[src/hdl/rs_pkg.sv]
package rs_pkg;

    // ======================================================================
    // Default sizes, overridden through the top-level parameters
    // ======================================================================
    parameter int unsigned RS_DEPTH       = 8;
    parameter int unsigned DISPATCH_WIDTH = 2;
    parameter int unsigned CDB_WIDTH      = 2;
    parameter int unsigned PHYS_REGS      = 32;

    parameter int unsigned TAG_W = $clog2(PHYS_REGS);

    // Physical register tag
    typedef logic [TAG_W-1:0] tag_t;

    // Integer opcodes seen by the station
    typedef enum logic [2:0] {
        OP_ADD  = 3'd0,
        OP_SUB  = 3'd1,
        OP_AND  = 3'd2,
        OP_OR   = 3'd3,
        OP_XOR  = 3'd4,
        OP_SLL  = 3'd5,
        OP_MUL  = 3'd6,
        OP_MULH = 3'd7
    } opcode_e;

    // Functional unit classes
    typedef enum logic {
        FU_ALU = 1'b0,
        FU_MUL = 1'b1
    } fu_type_e;

    // One station slot, tags only
    typedef struct packed {
        opcode_e opcode;
        tag_t    dst_tag;
        tag_t    src1_tag;
        logic    src1_rdy;
        tag_t    src2_tag;
        logic    src2_rdy;
    } rs_entry_t;

    // Multiplies go to the MUL unit, everything else to the ALU
    function automatic fu_type_e fu_of_opcode(input opcode_e op);
        return (op == OP_MUL || op == OP_MULH) ? FU_MUL : FU_ALU;
    endfunction

endpackage

[src/hdl/rs_view_if.sv]
`timescale 1ns/1ps

interface rs_view_if #(
    parameter int unsigned RS_DEPTH = rs_pkg::RS_DEPTH
);

    // Station contents, one slot per bit or element
    rs_pkg::rs_entry_t [RS_DEPTH-1:0] entries;
    logic              [RS_DEPTH-1:0] ready;
    rs_pkg::fu_type_e  [RS_DEPTH-1:0] fu_type;

    // Issue enables going back to the station
    logic              [RS_DEPTH-1:0] issue_en;

    // Station side owns the state
    modport station (
        output entries,
        output ready,
        output fu_type,
        input  issue_en
    );

    // Selectors only need readiness and unit class
    modport selector (
        input ready,
        input fu_type
    );

    // Merge reads payload, returns enables
    modport merger (
        input  entries,
        output issue_en
    );

endinterface

[src/hdl/rs_single_entry.sv]
`timescale 1ns/1ps

module rs_single_entry #(
    parameter int unsigned PHYS_REGS = rs_pkg::PHYS_REGS,
    parameter int unsigned CDB_WIDTH = rs_pkg::CDB_WIDTH
) (
    input  logic                                clk,
    input  logic                                rst_n_i,
    input  logic                                flush_i,
    input  logic                                disp_en_i,
    input  rs_pkg::rs_entry_t                   packet_i,
    input  logic                                issue_i,
    input  logic              [CDB_WIDTH-1:0]   cdb_valid_i,
    input  rs_pkg::tag_t      [CDB_WIDTH-1:0]   cdb_tag_i,
    output logic                                empty_o,
    output rs_pkg::rs_entry_t                   entry_o,
    output rs_pkg::fu_type_e                    fu_type_o,
    output logic                                ready_o
);

    localparam int unsigned TAG_W = $clog2(PHYS_REGS);

    logic              valid_q;
    rs_pkg::rs_entry_t entry_q;

    // Tag matches against the CDB lanes
    logic pkt_src1_hit;
    logic pkt_src2_hit;
    logic ent_src1_hit;
    logic ent_src2_hit;

    // Any valid CDB lane carrying this tag
    function automatic logic cdb_hit(
        input rs_pkg::tag_t                  tag,
        input logic         [CDB_WIDTH-1:0]  vld,
        input rs_pkg::tag_t [CDB_WIDTH-1:0]  tags
    );
        logic hit;
        hit = 1'b0;
        for (int k = 0; k < CDB_WIDTH; k++) begin
            if (vld[k] && (tags[k][TAG_W-1:0] == tag[TAG_W-1:0]))
                hit = 1'b1;
        end
        return hit;
    endfunction

    // Bypass for a packet arriving with its producer on the CDB
    assign pkt_src1_hit = cdb_hit(packet_i.src1_tag, cdb_valid_i, cdb_tag_i);
    assign pkt_src2_hit = cdb_hit(packet_i.src2_tag, cdb_valid_i, cdb_tag_i);
    // Wakeup for the stored sources
    assign ent_src1_hit = cdb_hit(entry_q.src1_tag, cdb_valid_i, cdb_tag_i);
    assign ent_src2_hit = cdb_hit(entry_q.src2_tag, cdb_valid_i, cdb_tag_i);

    // Occupancy, flush wins over a same-cycle dispatch
    always_ff @(posedge clk or negedge rst_n_i) begin
        if (!rst_n_i)
            valid_q <= 1'b0;
        else if (flush_i)
            valid_q <= 1'b0;
        else if (disp_en_i)
            valid_q <= 1'b1;
        else if (issue_i)
            valid_q <= 1'b0;
    end

    // Payload and source ready bits
    always_ff @(posedge clk) begin
        if (disp_en_i) begin
            entry_q          <= packet_i;
            entry_q.src1_rdy <= packet_i.src1_rdy | pkt_src1_hit;
            entry_q.src2_rdy <= packet_i.src2_rdy | pkt_src2_hit;
        end else begin
            entry_q.src1_rdy <= entry_q.src1_rdy | ent_src1_hit;
            entry_q.src2_rdy <= entry_q.src2_rdy | ent_src2_hit;
        end
    end

    assign empty_o   = ~valid_q;
    assign entry_o   = entry_q;
    assign fu_type_o = rs_pkg::fu_of_opcode(entry_q.opcode);
    // Both operands present
    assign ready_o   = valid_q & entry_q.src1_rdy & entry_q.src2_rdy;

endmodule

[src/hdl/disp_selector.sv]
`timescale 1ns/1ps

module disp_selector #(
    parameter int unsigned RS_DEPTH       = rs_pkg::RS_DEPTH,
    parameter int unsigned DISPATCH_WIDTH = rs_pkg::DISPATCH_WIDTH
) (
    input  logic [RS_DEPTH-1:0]                     empty_i,
    input  logic [DISPATCH_WIDTH-1:0]               disp_valid_i,
    output logic [DISPATCH_WIDTH-1:0][RS_DEPTH-1:0] grant_o
);

    // Slots still up for grabs while walking the lanes
    logic [RS_DEPTH-1:0] avail;
    logic                found;

    always_comb begin
        avail   = empty_i;
        grant_o = '0;
        found   = 1'b0;
        for (int l = 0; l < DISPATCH_WIDTH; l++) begin
            found = 1'b0;
            // Lowest free slot for this lane
            if (disp_valid_i[l]) begin
                for (int j = 0; j < RS_DEPTH; j++) begin
                    if (avail[j] && !found) begin
                        grant_o[l][j] = 1'b1;
                        found         = 1'b1;
                    end
                end
            end
            // Hide it from higher lanes
            avail = avail & ~grant_o[l];
        end
    end

endmodule

[src/hdl/rs.sv]
`timescale 1ns/1ps

module rs #(
    parameter int unsigned RS_DEPTH       = rs_pkg::RS_DEPTH,
    parameter int unsigned DISPATCH_WIDTH = rs_pkg::DISPATCH_WIDTH,
    parameter int unsigned CDB_WIDTH      = rs_pkg::CDB_WIDTH,
    parameter int unsigned PHYS_REGS      = rs_pkg::PHYS_REGS
) (
    input  logic                                             clk,
    input  logic                                             rst_n_i,
    input  logic                                             flush_i,

    // ======================================================================
    // Dispatch
    // ======================================================================
    input  logic              [DISPATCH_WIDTH-1:0]           disp_valid_i,
    input  rs_pkg::rs_entry_t [DISPATCH_WIDTH-1:0]           packets_i,

    // ======================================================================
    // CDB wakeup
    // ======================================================================
    input  logic              [CDB_WIDTH-1:0]                cdb_valid_i,
    input  rs_pkg::tag_t      [CDB_WIDTH-1:0]                cdb_tag_i,

    // Occupancy back to dispatch
    output logic              [$clog2(DISPATCH_WIDTH+1)-1:0] free_slots_o,
    output logic                                             rs_full_o,

    rs_view_if.station                                       view
);

    localparam int unsigned FREE_W = $clog2(DISPATCH_WIDTH + 1);
    localparam logic [FREE_W-1:0] FREE_MAX = FREE_W'(DISPATCH_WIDTH);

    logic              [RS_DEPTH-1:0]                 disp_en;
    rs_pkg::rs_entry_t [RS_DEPTH-1:0]                 slot_pkt;
    logic              [RS_DEPTH-1:0]                 empty;
    logic              [DISPATCH_WIDTH-1:0][RS_DEPTH-1:0] disp_grant;
    logic              [FREE_W-1:0]                   free_cnt;

    // ======================================================================
    // Entry array
    // ======================================================================
    for (genvar i = 0; i < RS_DEPTH; i++) begin : g_entry
        rs_single_entry #(
            .PHYS_REGS (PHYS_REGS),
            .CDB_WIDTH (CDB_WIDTH)
        ) u_entry (
            .clk         (clk),
            .rst_n_i     (rst_n_i),
            .flush_i     (flush_i),
            .disp_en_i   (disp_en[i]),
            .packet_i    (slot_pkt[i]),
            .issue_i     (view.issue_en[i]),
            .cdb_valid_i (cdb_valid_i),
            .cdb_tag_i   (cdb_tag_i),
            .empty_o     (empty[i]),
            .entry_o     (view.entries[i]),
            .fu_type_o   (view.fu_type[i]),
            .ready_o     (view.ready[i])
        );
    end

    // Slot allocation per lane
    disp_selector #(
        .RS_DEPTH       (RS_DEPTH),
        .DISPATCH_WIDTH (DISPATCH_WIDTH)
    ) u_disp_sel (
        .empty_i      (empty),
        .disp_valid_i (disp_valid_i),
        .grant_o      (disp_grant)
    );

    // Steer each granted lane's packet to its slot
    always_comb begin
        slot_pkt = '0;
        disp_en  = '0;
        for (int l = 0; l < DISPATCH_WIDTH; l++) begin
            for (int j = 0; j < RS_DEPTH; j++) begin
                if (disp_grant[l][j]) begin
                    slot_pkt[j] = packets_i[l];
                    disp_en[j]  = 1'b1;
                end
            end
        end
    end

    // ======================================================================
    // Free slot count, capped at the dispatch width
    // ======================================================================
    always_comb begin
        free_cnt = '0;
        for (int j = 0; j < RS_DEPTH; j++) begin
            if (empty[j] && (free_cnt < FREE_MAX))
                free_cnt = free_cnt + FREE_W'(1);
        end
    end

    assign free_slots_o = free_cnt;
    assign rs_full_o    = ~|empty;

endmodule

[src/hdl/fu_issue_select.sv]
`timescale 1ns/1ps

module fu_issue_select #(
    parameter int unsigned      RS_DEPTH = rs_pkg::RS_DEPTH,
    parameter rs_pkg::fu_type_e FU_SEL   = rs_pkg::FU_ALU
) (
    rs_view_if.selector         view,
    output logic [RS_DEPTH-1:0] grant_o,
    output logic                found_o
);

    // Ready slots of our unit class
    logic [RS_DEPTH-1:0] cand;

    always_comb begin
        for (int j = 0; j < RS_DEPTH; j++)
            cand[j] = view.ready[j] && (view.fu_type[j] == FU_SEL);
    end

    // Isolate lowest set bit, lowest index wins
    assign grant_o = cand & (~cand + RS_DEPTH'(1));
    assign found_o = |cand;

endmodule

[src/hdl/issue_merge.sv]
`timescale 1ns/1ps

module issue_merge #(
    parameter int unsigned RS_DEPTH = rs_pkg::RS_DEPTH
) (
    rs_view_if.merger                 view,
    input  logic      [RS_DEPTH-1:0]  alu_grant_i,
    input  logic                      alu_found_i,
    input  logic      [RS_DEPTH-1:0]  mul_grant_i,
    input  logic                      mul_found_i,
    output logic                      alu_valid_o,
    output rs_pkg::opcode_e           alu_opcode_o,
    output rs_pkg::tag_t              alu_dst_o,
    output logic                      mul_valid_o,
    output rs_pkg::opcode_e           mul_opcode_o,
    output rs_pkg::tag_t              mul_dst_o
);

    rs_pkg::rs_entry_t alu_sel;
    rs_pkg::rs_entry_t mul_sel;

    // Grants are disjoint, release both slots together
    assign view.issue_en = alu_grant_i | mul_grant_i;

    // One-hot muxes onto the two ports
    always_comb begin
        alu_sel = '0;
        mul_sel = '0;
        for (int j = 0; j < RS_DEPTH; j++) begin
            if (alu_grant_i[j])
                alu_sel = view.entries[j];
            if (mul_grant_i[j])
                mul_sel = view.entries[j];
        end
    end

    assign alu_valid_o  = alu_found_i;
    assign alu_opcode_o = alu_sel.opcode;
    assign alu_dst_o    = alu_sel.dst_tag;
    assign mul_valid_o  = mul_found_i;
    assign mul_opcode_o = mul_sel.opcode;
    assign mul_dst_o    = mul_sel.dst_tag;

endmodule

[src/hdl/rs_issue_top.sv]
`timescale 1ns/1ps

module rs_issue_top #(
    parameter int unsigned RS_DEPTH       = rs_pkg::RS_DEPTH,
    parameter int unsigned DISPATCH_WIDTH = rs_pkg::DISPATCH_WIDTH,
    parameter int unsigned CDB_WIDTH      = rs_pkg::CDB_WIDTH,
    parameter int unsigned PHYS_REGS      = rs_pkg::PHYS_REGS
) (
    input  logic                                           clk,
    input  logic                                           rst_n_i,
    input  logic                                           flush_i,
    // Dispatch lanes
    input  logic            [DISPATCH_WIDTH-1:0]           disp_valid_i,
    input  rs_pkg::opcode_e [DISPATCH_WIDTH-1:0]           disp_opcode_i,
    input  rs_pkg::tag_t    [DISPATCH_WIDTH-1:0]           disp_dst_i,
    input  rs_pkg::tag_t    [DISPATCH_WIDTH-1:0]           disp_src1_i,
    input  logic            [DISPATCH_WIDTH-1:0]           disp_src1_rdy_i,
    input  rs_pkg::tag_t    [DISPATCH_WIDTH-1:0]           disp_src2_i,
    input  logic            [DISPATCH_WIDTH-1:0]           disp_src2_rdy_i,
    // CDB broadcast
    input  logic            [CDB_WIDTH-1:0]                cdb_valid_i,
    input  rs_pkg::tag_t    [CDB_WIDTH-1:0]                cdb_tag_i,
    output logic            [$clog2(DISPATCH_WIDTH+1)-1:0] free_slots_o,
    output logic                                           rs_full_o,
    // Issue ports
    output logic                                           alu_issue_valid_o,
    output rs_pkg::opcode_e                                alu_issue_opcode_o,
    output rs_pkg::tag_t                                   alu_issue_dst_o,
    output logic                                           mul_issue_valid_o,
    output rs_pkg::opcode_e                                mul_issue_opcode_o,
    output rs_pkg::tag_t                                   mul_issue_dst_o
);

    rs_pkg::rs_entry_t [DISPATCH_WIDTH-1:0] packets;
    logic              [RS_DEPTH-1:0]       alu_grant;
    logic              [RS_DEPTH-1:0]       mul_grant;
    logic                                   alu_found;
    logic                                   mul_found;

    rs_view_if #(.RS_DEPTH(RS_DEPTH)) view_if ();

    // Bundle the lane fields into entry packets
    always_comb begin
        for (int l = 0; l < DISPATCH_WIDTH; l++) begin
            packets[l].opcode   = disp_opcode_i[l];
            packets[l].dst_tag  = disp_dst_i[l];
            packets[l].src1_tag = disp_src1_i[l];
            packets[l].src1_rdy = disp_src1_rdy_i[l];
            packets[l].src2_tag = disp_src2_i[l];
            packets[l].src2_rdy = disp_src2_rdy_i[l];
        end
    end

    // ======================================================================
    // Station, selectors and merge
    // ======================================================================
    rs #(
        .RS_DEPTH       (RS_DEPTH),
        .DISPATCH_WIDTH (DISPATCH_WIDTH),
        .CDB_WIDTH      (CDB_WIDTH),
        .PHYS_REGS      (PHYS_REGS)
    ) u_rs (
        .clk          (clk),
        .rst_n_i      (rst_n_i),
        .flush_i      (flush_i),
        .disp_valid_i (disp_valid_i),
        .packets_i    (packets),
        .cdb_valid_i  (cdb_valid_i),
        .cdb_tag_i    (cdb_tag_i),
        .free_slots_o (free_slots_o),
        .rs_full_o    (rs_full_o),
        .view         (view_if.station)
    );

    fu_issue_select #(
        .RS_DEPTH (RS_DEPTH),
        .FU_SEL   (rs_pkg::FU_ALU)
    ) u_alu_sel (
        .view    (view_if.selector),
        .grant_o (alu_grant),
        .found_o (alu_found)
    );

    fu_issue_select #(
        .RS_DEPTH (RS_DEPTH),
        .FU_SEL   (rs_pkg::FU_MUL)
    ) u_mul_sel (
        .view    (view_if.selector),
        .grant_o (mul_grant),
        .found_o (mul_found)
    );

    issue_merge #(
        .RS_DEPTH (RS_DEPTH)
    ) u_merge (
        .view         (view_if.merger),
        .alu_grant_i  (alu_grant),
        .alu_found_i  (alu_found),
        .mul_grant_i  (mul_grant),
        .mul_found_i  (mul_found),
        .alu_valid_o  (alu_issue_valid_o),
        .alu_opcode_o (alu_issue_opcode_o),
        .alu_dst_o    (alu_issue_dst_o),
        .mul_valid_o  (mul_issue_valid_o),
        .mul_opcode_o (mul_issue_opcode_o),
        .mul_dst_o    (mul_issue_dst_o)
    );

endmodule

[config.mk]
export PLATFORM = sky130hd
export DESIGN_NAME = rs_issue_top
export DESIGN_NICKNAME = d
export VERILOG_FILES = /design/src/hdl/rs_pkg.sv /design/src/hdl/rs_view_if.sv /design/src/hdl/rs_single_entry.sv /design/src/hdl/disp_selector.sv /design/src/hdl/rs.sv /design/src/hdl/fu_issue_select.sv /design/src/hdl/issue_merge.sv /design/src/hdl/rs_issue_top.sv
export SDC_FILE = /design/constraint.sdc
export NUM_CORES = 1
export LEC_CHECK = 0
export BUFFER_PORTS_ARGS = -buffer_cell sky130_fd_sc_hd__buf_2
export CORE_ASPECT_RATIO = 0.6
export CORE_MARGIN = 5
export CORE_UTILIZATION = 25
export DETAILED_ROUTE_END_ITERATION = 16
export GPL_TIMING_DRIVEN = 0
export PLACE_DENSITY = 0.42
export SLEW_MARGIN = 10
export SYNTH_ARGS = -nofsm -noshare
export SYNTH_HDL_FRONTEND = slang
export SYNTH_SLANG_ARGS = --single-unit
[constraint.sdc]
create_clock -name clk -period 3.12 [get_ports clk]
set_clock_uncertainty 0.1 [all_clocks]
set_input_delay 0.468 -clock clk [delete_from_list [all_inputs] [get_ports clk]]
set_output_delay 0.468 -clock clk [all_outputs]
set_load 0.1 [all_outputs]
[Word-level counts from Yosys, hierarchy flattened]
Cells that the tools add are included.
Storage, ports and cells
  output and inout port bits: 21
  bits in registers: 168
  logic and storage cells: 570
Operators by class
  order comparisons: 7
  add/subtract/negate cells: 9
  bitwise operators: 71
  muxes and demuxes: 212
  reductions and logical operators: 135
  eq/ne operators: 80
Operator list (number)
  20-bit two-way mux: 32
  5-bit == test: 64
  1-bit two-way mux: 171
  1-bit logical AND: 101
  3-bit == test, second input constant: 16
  1-bit bitwise OR: 32
  8-bit bitwise AND: 3
  8-bit inverter: 3
  3-bit nonzero test: 8
  8-bit OR reduction: 3
  8-bit by 1-bit adder with 8-bit output, second input constant: 2
  1-bit bitwise AND: 16
  8-bit two-way mux: 2
  1-bit inverter: 16
  1-bit zero test: 15
  2-bit two-way mux: 7
  2-bit by 1-bit adder with 2-bit output, second input constant: 6
  2-bit less-than comparator, second input constant: 6
  1-bit logical OR: 8
  8-bit bitwise OR: 1
  1-bit by 1-bit adder with 2-bit output, second input constant: 1
  1-bit by 2-bit less-than comparator with 1-bit output, second input constant: 1

[Depth between registers and ports, before layout]
Gate-level depths: netlist (run 1).
  word-level depth: 69
  gate-level depth with buffers: 12

[Modules after synthesis]
From an unflattened synthesis (run 1), not the netlist that was laid out.
Second synthesis, totals
  cell total of the unflattened synthesis: 1563
  area, all modules: 13578.0 µm²
Modules (own cells, without submodules)
  rs_single_entry: area an instance 1111.1 µm², instances 8, seq. area each 605.6 µm², cells an instance 86
  rs: area an instance 2902.8 µm², instances 1, seq. area each 0.0 µm², cells an instance 605
  issue_merge: area an instance 1196.1 µm², instances 1, seq. area each 0.0 µm², cells an instance 179
  disp_selector: area an instance 337.8 µm², instances 1, seq. area each 0.0 µm², cells an instance 53
  fu_issue_select (u_alu_sel): area an instance 133.9 µm², instances 1, seq. area each 0.0 µm², cells an instance 21
  fu_issue_select (u_mul_sel): area an instance 118.9 µm², instances 1, seq. area each 0.0 µm², cells an instance 17

[Worst setup path after synthesis (run 1)]
OpenSTA, ideal clock, no wires.
  path kind: reg-to-output
  start: reg u_rs.g_entry[4].u_entry.valid_q
  end: out free_slots_o[0]
  path slack: -0.999 ns
  arrival: 3.551 ns
  path buffers: 2
  data required time: 2.552 ns
  stages on the path, launching flop included: 7
  path through: dfrtp_1 -> buf_4 -> clkbuf_1 -> nand2_1 -> a2111oi_0 -> a221oi_1 -> o21ai_0
Between the ends
  word-level cells in the longest chain between the ends: 12
  elaborated cells between the ends (all ways): 15
  those cells by class: add/sub (3); order compare (3); mux (4); bitwise (1); reduce/logical (4)
RTL lines
  from (decl): line rs_single_entry.sv:23  | logic valid_q;
  from (signal assigned): line rs_single_entry.sv:57  | valid_q <= 1'b0;
  from (signal assigned): line rs_single_entry.sv:59  | valid_q <= 1'b0;
  from (signal assigned): line rs_single_entry.sv:61  | valid_q <= 1'b1;
  1-bit inverter (*): line rs_single_entry.sv:78  | assign empty_o = ~valid_q;
  1-bit logical AND (*): line rs.sv:94  | if (empty[j] && (free_cnt < FREE_MAX))
  2-bit two-way mux (*): line rs.sv:94
  2-bit less-than comparator: line rs.sv:94
  1-bit logical AND: line rs.sv:94
  2-bit two-way mux (*): line rs.sv:94
  2-bit less-than comparator: line rs.sv:94
  1-bit logical AND: line rs.sv:94
  2-bit two-way mux (*): line rs.sv:94
  2-bit less-than comparator: line rs.sv:94
  1-bit logical AND: line rs.sv:94
  2-bit two-way mux (*): line rs.sv:94
  to (decl): line rs_issue_top.sv:23  | output logic [$clog2(DISPATCH_WIDTH+1)-1:0] free_slots_o,
Every way passes the cells marked *; elsewhere a longest branch is shown, timed or not.

[Final worst setup path (run 1)]
  start: reg u_rs.g_entry[1].u_entry.valid_q
  end: out alu_issue_opcode_o[1]
Between the ends
  word-level cells in the longest chain between the ends: 13
RTL lines
  from (decl): line rs_single_entry.sv:23
  from (signal assigned): line rs_single_entry.sv:57
  from (signal assigned): line rs_single_entry.sv:59
  from (signal assigned): line rs_single_entry.sv:61
  1-bit bitwise AND (*) (2 in a row): line rs_single_entry.sv:82  | assign ready_o = valid_q & entry_q.src1_rdy & entry_q.src2_rdy;
  1-bit logical AND (*): line fu_issue_select.sv:17  | cand[j] = view.ready[j] && (view.fu_type[j] == FU_SEL);
  8-bit inverter: line fu_issue_select.sv:21  | assign grant_o = cand & (~cand + RS_DEPTH'(1));
  8-bit by 1-bit adder with 8-bit output: line fu_issue_select.sv:21
  8-bit bitwise AND (*): line fu_issue_select.sv:21
  20-bit two-way mux (6 in a row): line issue_merge.sv:30  | if (alu_grant_i[j])
  20-bit two-way mux (*): line issue_merge.sv:30
  to (decl): line rs_issue_top.sv:27  | output rs_pkg::opcode_e alu_issue_opcode_o,
Marked as above.

==> results of run 1 <==
## stage by stage
stage / cells / setup WS, ns / hold slack [ns] / util [%] / TNS (ns)
after detailed placement: 2320 / -1.19 / 0.249 / 27.8 / -124.20
after CTS: 2423 / -0.227 / 0.313 / 32.5 / -2.76
final: 2469 / -0.214 / 0.310 / 33.7 / -2.57
after floorplan: 1525 / -0.432 / 0.0724 / - / -1.54
after global routing: 2468 / -0.324 / 0.311 / 33.7 / -3.71
after global placement: 2319 / -1.22 / 0.244 / 27.7 / -150.00
## path summary, 6_finish.rpt
path,end,slack (ns)
min reg2reg,u_rs.g_entry[0].u_entry.entry_o[0],0.53
max,alu_issue_opcode_o[1],-0.21
max reg2reg,u_rs.g_entry[6].u_entry.entry_o[6],-0.01
max in group asynchronous,u_rs.g_entry[0].u_entry.valid_q,2.30
min,u_rs.g_entry[4].u_entry.entry_o[3],0.31
min in group asynchronous,u_rs.g_entry[4].u_entry.valid_q,0.38
## per-layer routing
metal	vias to the layer above	wire length [µm]
li1	6153	-
met1	7348	35900
met2	973	31200
met3	125	10400
met4	0	1860
met5	-	0
## what timing repair did
action / CTS / global route
endpoints found under the hold margin: 8 / 0
gates resized for setup: 315 / 80
cloned: 6 / 2
pin swaps: 42 / 55
buffers inserted: 71 / 47
endpoints found under the setup margin: 186 / 75
hold buffers: 1 / 0
## power breakdown
| group | internal (mW) | switching [mW] |
|---|---|---|
| registers | 2.63 | 0.166 |
| clock network | 1.43 | 1.01 |
| logic | 0.962 | 1.72 |
## synthesized netlist by cell type (20+ instances only)
master,number,share of area (%)
a22o_1,87,5.5
nand2_1,127,3.4
edfxtp_1,144,31
a22oi_1,41,2.2
a221oi_1,22,1.4
a221o_1,20,1.4
buf_1,47,1.3
nor4_1,49,2.2
xor2_1,126,7.9
nand3_1,50,1.8
buf_2,26,0.94
nand4_1,28,1.3
clkbuf_1,70,1.9
a21oi_1,58,2.1
a31oi_1,36,1.6
xnor2_1,138,8.7
nor2_1,47,1.3
inv_1,61,1.6
o21ai_0,38,1.4
## state kept, by name, summed over array words and instances, names as in the netlist
signal / cells
u_rs.g_entry.u_entry.entry_o: 160
u_rs.g_entry.u_entry.valid_q: 8
## cells in the final DEF, fill, tap and decap left out, drive strengths merged, types with 29 or more instances in the layout
master    n
nor2     49
buf     242
a22oi    43
nor4     50
clkbuf   88
inv      61
a31oi    36
nand2   127
xnor2   138
nand4    29
a21oi    59
o21ai    42
a22o     90
edfxtp  144
xor2    126
nand3    51
## worst register-to-register path: cells and delay by family (launching register included)
| family | cells | cell delay [ns] |
|---|---|---|
| multiplexers | 1 | 0.13 |
| AND/OR/NAND/NOR | 4 | 1.53 |
| flip-flops | 1 | 0.43 |
| buffers and inverters | 2 | 0.23 |
| adder cells (fa/ha/maj) | 1 | 0.19 |
| AO/OA/AOI/OAI | 2 | 0.45 |
## layout make-up
cell class              count  area share, %
multi-input cells        1140           50.3
flip-flops and latches    168           26.3
repair buffers            168           8.55
well taps                 748           5.08
plain buffers             148           4.75
clock buffers              21           2.39
inverters                  64           1.47
clock inverters            11           1.07
diodes                      1         0.0136
## cell families after synthesis
family | count (synthesis) | synth area share, %
AOI/OAI and AO/OA | 450 | 24.9
xor gates and xnor gates | 264 | 16.6
muxes | 11 | 0.811
DFF | 168 | 34.9
adders and majority gates | 6 | 0.505
buffers and inverters | 220 | 6.59
and+or+nand+nor | 406 | 15.6
==> summary.md, run 1 <==
| Metric | Value |
|---|---|
| Met1 usage | a little under two fifths |
| RSZ-0062 raised after global routing | true |
| Synth Register Bits | 168 |
| Pin count of the biggest net entering global routing | 24 |
| Vias in the first global route | 13800 |
| CTS tree | built |
| I/O pin count | 78 |
| CP arrival | 2.77 ns |
| Max Cap Violations | 0 |
| Mean Syn Cell Area | 9.11 µm² |
| Mapped Cells | 1525 |
| Initial antenna violation count | 1 |
| Reg2reg start | u_rs.g_entry[0].u_entry.valid_q |
| Final nets | 1768 |
| CP bufs+invs | 5 |
| Post-DP HPWL | 56.7 mm |
| Core area | 54600 µm² |
| Hold path start | disp_src2_i[7] |
| Synth cell types | 97 |
| Leakage power | approximately 6.8 nW |
| Share of flip-flops with an asynchronous set or reset | ~4.8% |
| Setup crit start | u_rs.g_entry[1].u_entry.valid_q |
| Initial core utilization | 25.4% |
| Area of the multi-input gates | 9260 µm² |
| Synth warn | 0 |
| Sequential-to-total area share from yosys stat | 34.9% |
| Worst slew pin tran | 1.39 ns |
| Tot Pwr | 7.92 mW |
| Clock tree buffer depth | 2 |
| Initial drt markers | 2174 |
| Met3 Use GR | 9.07% |
| Met2 Track Usage GR | 35.1% |
| Final worst-path cycle share | 107% |
| Via density per instance | just under 6 |
| Routed WL per cell | 32.2 µm |
| Root Driver | clkbuf_16 |
| Gr busiest metal | met1 |
| # fillers | 5564 |
| Post-DRT Antenna Nets | 0 |
| Clock Sinks | 168 |
| Share of layout cells above drive strength 1 | about 27% |
| Top delay family on crit path | buffers and inverters |
| CP cell instances | buf_6, nand3_4, buf_4, o22ai_4, buf_4, nor4_4, and3b_2, buf_8, a21oi_2, a21oi_2, a21o_1, buf_12 |
| Violated checks | setup timing |
| Register clock-pin slew on the reported worst setup and hold paths | 0.07 ns |
| Critical Path RT | 2.55 ns |
| EDFF count, synth | 144 |
| Reg2reg path depth | 10 |
| Post-route DRC | 0 |
| Gpl congestion | around 1 |
| Ys flop type | edfxtp_1 |
| Slew Limit Fails | 0 |
| Maximum VDD drop | ~0.00040 V |
| DRT Pass-1 Iters | 5 |
| CP max stage delay | 0.41 ns |
| Total Routing Usage GR | 25.4% |
| Num CTS Buffers | 17 |
| Area delta synth->final | 32.5% |
| Status | finished, violations left |
| Relative slew slack | 7.06% |
| Chip height | slightly below 200 µm |
| Cell area after layout | 18400 µm² |
| Vias | 14600 |
| Global route total overflow | 0 |
| Wirelength, routed | 79.4 mm |
| Slowest-stage cell, CP | dfrtp_2 |
| H-tree depth | 4 |
| Die W | about 310 µm |
| Worst-Skew Late Latency | 0.46 ns |
| CP Depth | 12 |
| Final setup fails | 17 |
| Crit-path max FO | 5 |
| Die Area | 60500 µm² |
| Syn nets | 1586 |
| Pwr Density | 430 nW/µm² |
| Placed inst area | 15200 µm² |
| Crit path time final | 3.33 ns |
| First-pass GRT wire length | 109 mm |
| Worst hold path class | in2reg |
| CP Class | reg2out |
| Synthesized area | 13900 µm² |
| # rows | 66 |
| Startpoint types | flip-flop |
| Critical Path End Type | output port |
| FF+latch area | around 4800 µm² |
| Input/output buffers | 46 |
| Count of final hold-check violations | 0 |
| Max Clock Freq | 300 MHz |
| Final WS setup | -0.214 ns |
| Worst hold path cell count | 3 |
(Power assumes the default switching activity.)
==> run 2, diff against run 1 <==
- ABC_CLOCK_PERIOD_IN_PS: not set -> 3300
- PLACE_DENSITY: 0.42 -> 0.4
- clock period: 3.12 -> 3.3 ns (I/O delays scaled with it)
==> summary.md, run 2 (synthesized netlist as in run 1, its figures left out) <==
| Metric | Value |
|---|---|
| Count of final hold-check violations | 0 |
| Most common cell after layout, fill and taps aside | edfxtp_1 |
| Initial core utilization | between 20 and 30% |
| Max Clock Freq | 294 MHz |
| Pre-CTS setup slack | -1.00 ns |
| Global route total overflow | 0 |
| Status | finished, violations left |
| Leakage power | approximately 6.3 nW |
| Area delta synth->final | 24.6% |
| # rows | 66 |
| I/O pin count | 78 |
| Maximum VDD drop | 0.000414 V |
| Worst slew pin tran | 1.40 ns |
| Total Routing Usage GR | 25.4% |
| DRT Pass-1 Iters | 6 |
| Hold path start | disp_valid_i[1] |
| Worst hold path class | in2reg |
| Routed WL per cell | 32.7 µm |
| Critical Path End Type | output port |
| Pwr Density | 419 nW/µm² |
| Initial drt markers | approximately 2100 |
| Setup_tns | -1.01 ns |
| Hold endpoint | u_rs.g_entry[0].u_entry.valid_q |
| First-pass GRT wire length | 109 mm |
| Core area | 54600 µm² |
| CTS tree | built |
| Input/output buffers | 46 |
| Vias in the first global route | 13800 |
| Num CTS Buffers | 17 |
| Chip height | 193 µm |
| Tot Pwr | between 7 and 8 mW |
| Share of layout cells above drive strength 1 | 21.4% |
| R2r endpoint | u_rs.g_entry[4].u_entry.entry_o[18] |
| Cell area after layout | approximately 17000 µm² |
| Reg-to-reg slack, setup | 0.06 ns |
| Worst hold path cell count | 3 |
| Wirelength, routed | 78.8 mm |
| Pin count of the biggest net entering global routing | 24 |
| Hold Slack | 0.309 ns |
| Crit path time final | 3.41 ns |
| Post-route DRC | 0 |
| Post-DRT Antenna Nets | 0 |
| Gpl congestion | ~0.99 |
| Via density per instance | 5.99 |
| Worst-Skew Late Latency | 0.48 ns |
| Reg2reg path depth | 12 |
| Initial antenna violation count | 5 |
| Die W | 314 µm |
| CP Class | reg2out |
| Crit-path max FO | 7 |
| Placed inst area | 15200 µm² |
| Root Driver | clkbuf_16 |
| Reg2reg start | u_rs.g_entry[1].u_entry.valid_q |
| Clock tree buffer depth | 2 |
| Most frequent cells in the layout | 144 x edfxtp_1, 138 x xnor2_1, 126 x xor2_1 |
| Final WS setup | -0.106 ns |
| Final worst-path cycle share | 103% |
| Final nets | 1709 |
| Violated checks | setup timing |
| Critical Path RT | ~2.7 ns |
| Clock Sinks | 168 |
| Post-DP HPWL | 57.9 mm |
| Max FFs per register | 160 |
| Startpoint types | flip-flop |
| Final setup fails | 15 |
| Vias | 14400 |
| CP arrival | 2.81 ns |
| RSZ-0062 raised after global routing | true |
| H-tree depth | 4 |
| Relative slew slack | 6.48% |
| Slew Limit Fails | 0 |
| Max Cap Violations | 0 |
| Die Area | 60500 µm² |
| Register clock-pin slew on the reported worst setup and hold paths | 0.08 ns |
[run 2: cell types whose count changed in the layout (fill, tap and decap cells not counted), sizes merged, moves of 2 or more]
cell           before  now
clkbuf             88   92
clkdlybuf4s15       5    0
buf               242  185
inv                61   63
clkinv              3    6
[run 2: through the flow]
step	cells	utilization, %
3_3_place_gp	2319	27.7
3_5_place_dp	2320	27.8
6_report	2410	31.7
2_1_floorplan	1525	-
5_1_grt	2409	31.7
4_1_cts	2396	31.1
[run 2: critical path, stage by stage, from the launching register on]
cell and delay, ns:
dfrtp_2 0.46, buf_6 0.14, and3_4 0.15, and2_4 0.17, nor4_4 0.12, buf_4 0.19
nor4b_4 0.29, nor3b_4 0.27, buf_6 0.18, nand2_1 0.07, nand2_2 0.10, buf_12 0.17
[run 2: layout make-up]
cell class	count	area, µm²
Timing Repair Buffer	108	993
Clock buffer	18	429
Tap cell	748	936
Buffer	152	792
Clock inverter	14	214
Fill cell	5685	37300
Inverter	64	256
Sequential cell	168	4850
Antenna cell	1	2.50
Multi-Input combinational cell	1137	8840
[run 2: timing repair]
action                                  4_1_cts  5_1_grt
setup buffers                                47       15
endpoints found under the setup margin      136       96
resized for setup                           205       77
pin swaps                                    13       22
endpoints found under the hold margin         8        0
hold buffers                                  1        0
[run 2: worst max-delay path by stage]
stage                                          from                                  to  slack, ns
global route        u_rs.g_entry[0].u_entry.valid_q                  mul_issue_dst_o[3]      -0.21
floorplan           u_rs.g_entry[7].u_entry.valid_q               mul_issue_opcode_o[1]      -0.28
global placement                    disp_valid_i[0]  u_rs.g_entry[5].u_entry.entry_o[0]      -1.08
detailed placement  u_rs.g_entry[0].u_entry.valid_q                  mul_issue_dst_o[3]       -1.0
CTS                 u_rs.g_entry[0].u_entry.valid_q                  mul_issue_dst_o[3]      -0.14
finish              u_rs.g_entry[0].u_entry.valid_q                  mul_issue_dst_o[3]      -0.11
[run 2: routing by layer]
| layer | global-route usage [%] | up-vias | share of wire, % |
|---|---|---|---|
| li1 | - | 6028 | - |
| met5 | 0 | - | 0.034 |
| met1 | 39.1 | 7350 | 48 |
| met4 | 6.55 | 4 | 2.5 |
| met3 | 7.84 | 125 | 12 |
| met2 | 33.7 | 930 | 38 |
[run 2: power by group]
group | internal, mW | switching, mW
clock network | 1.29 | 1.01
registers | 2.49 | 0.169
logic | 0.758 | 1.54
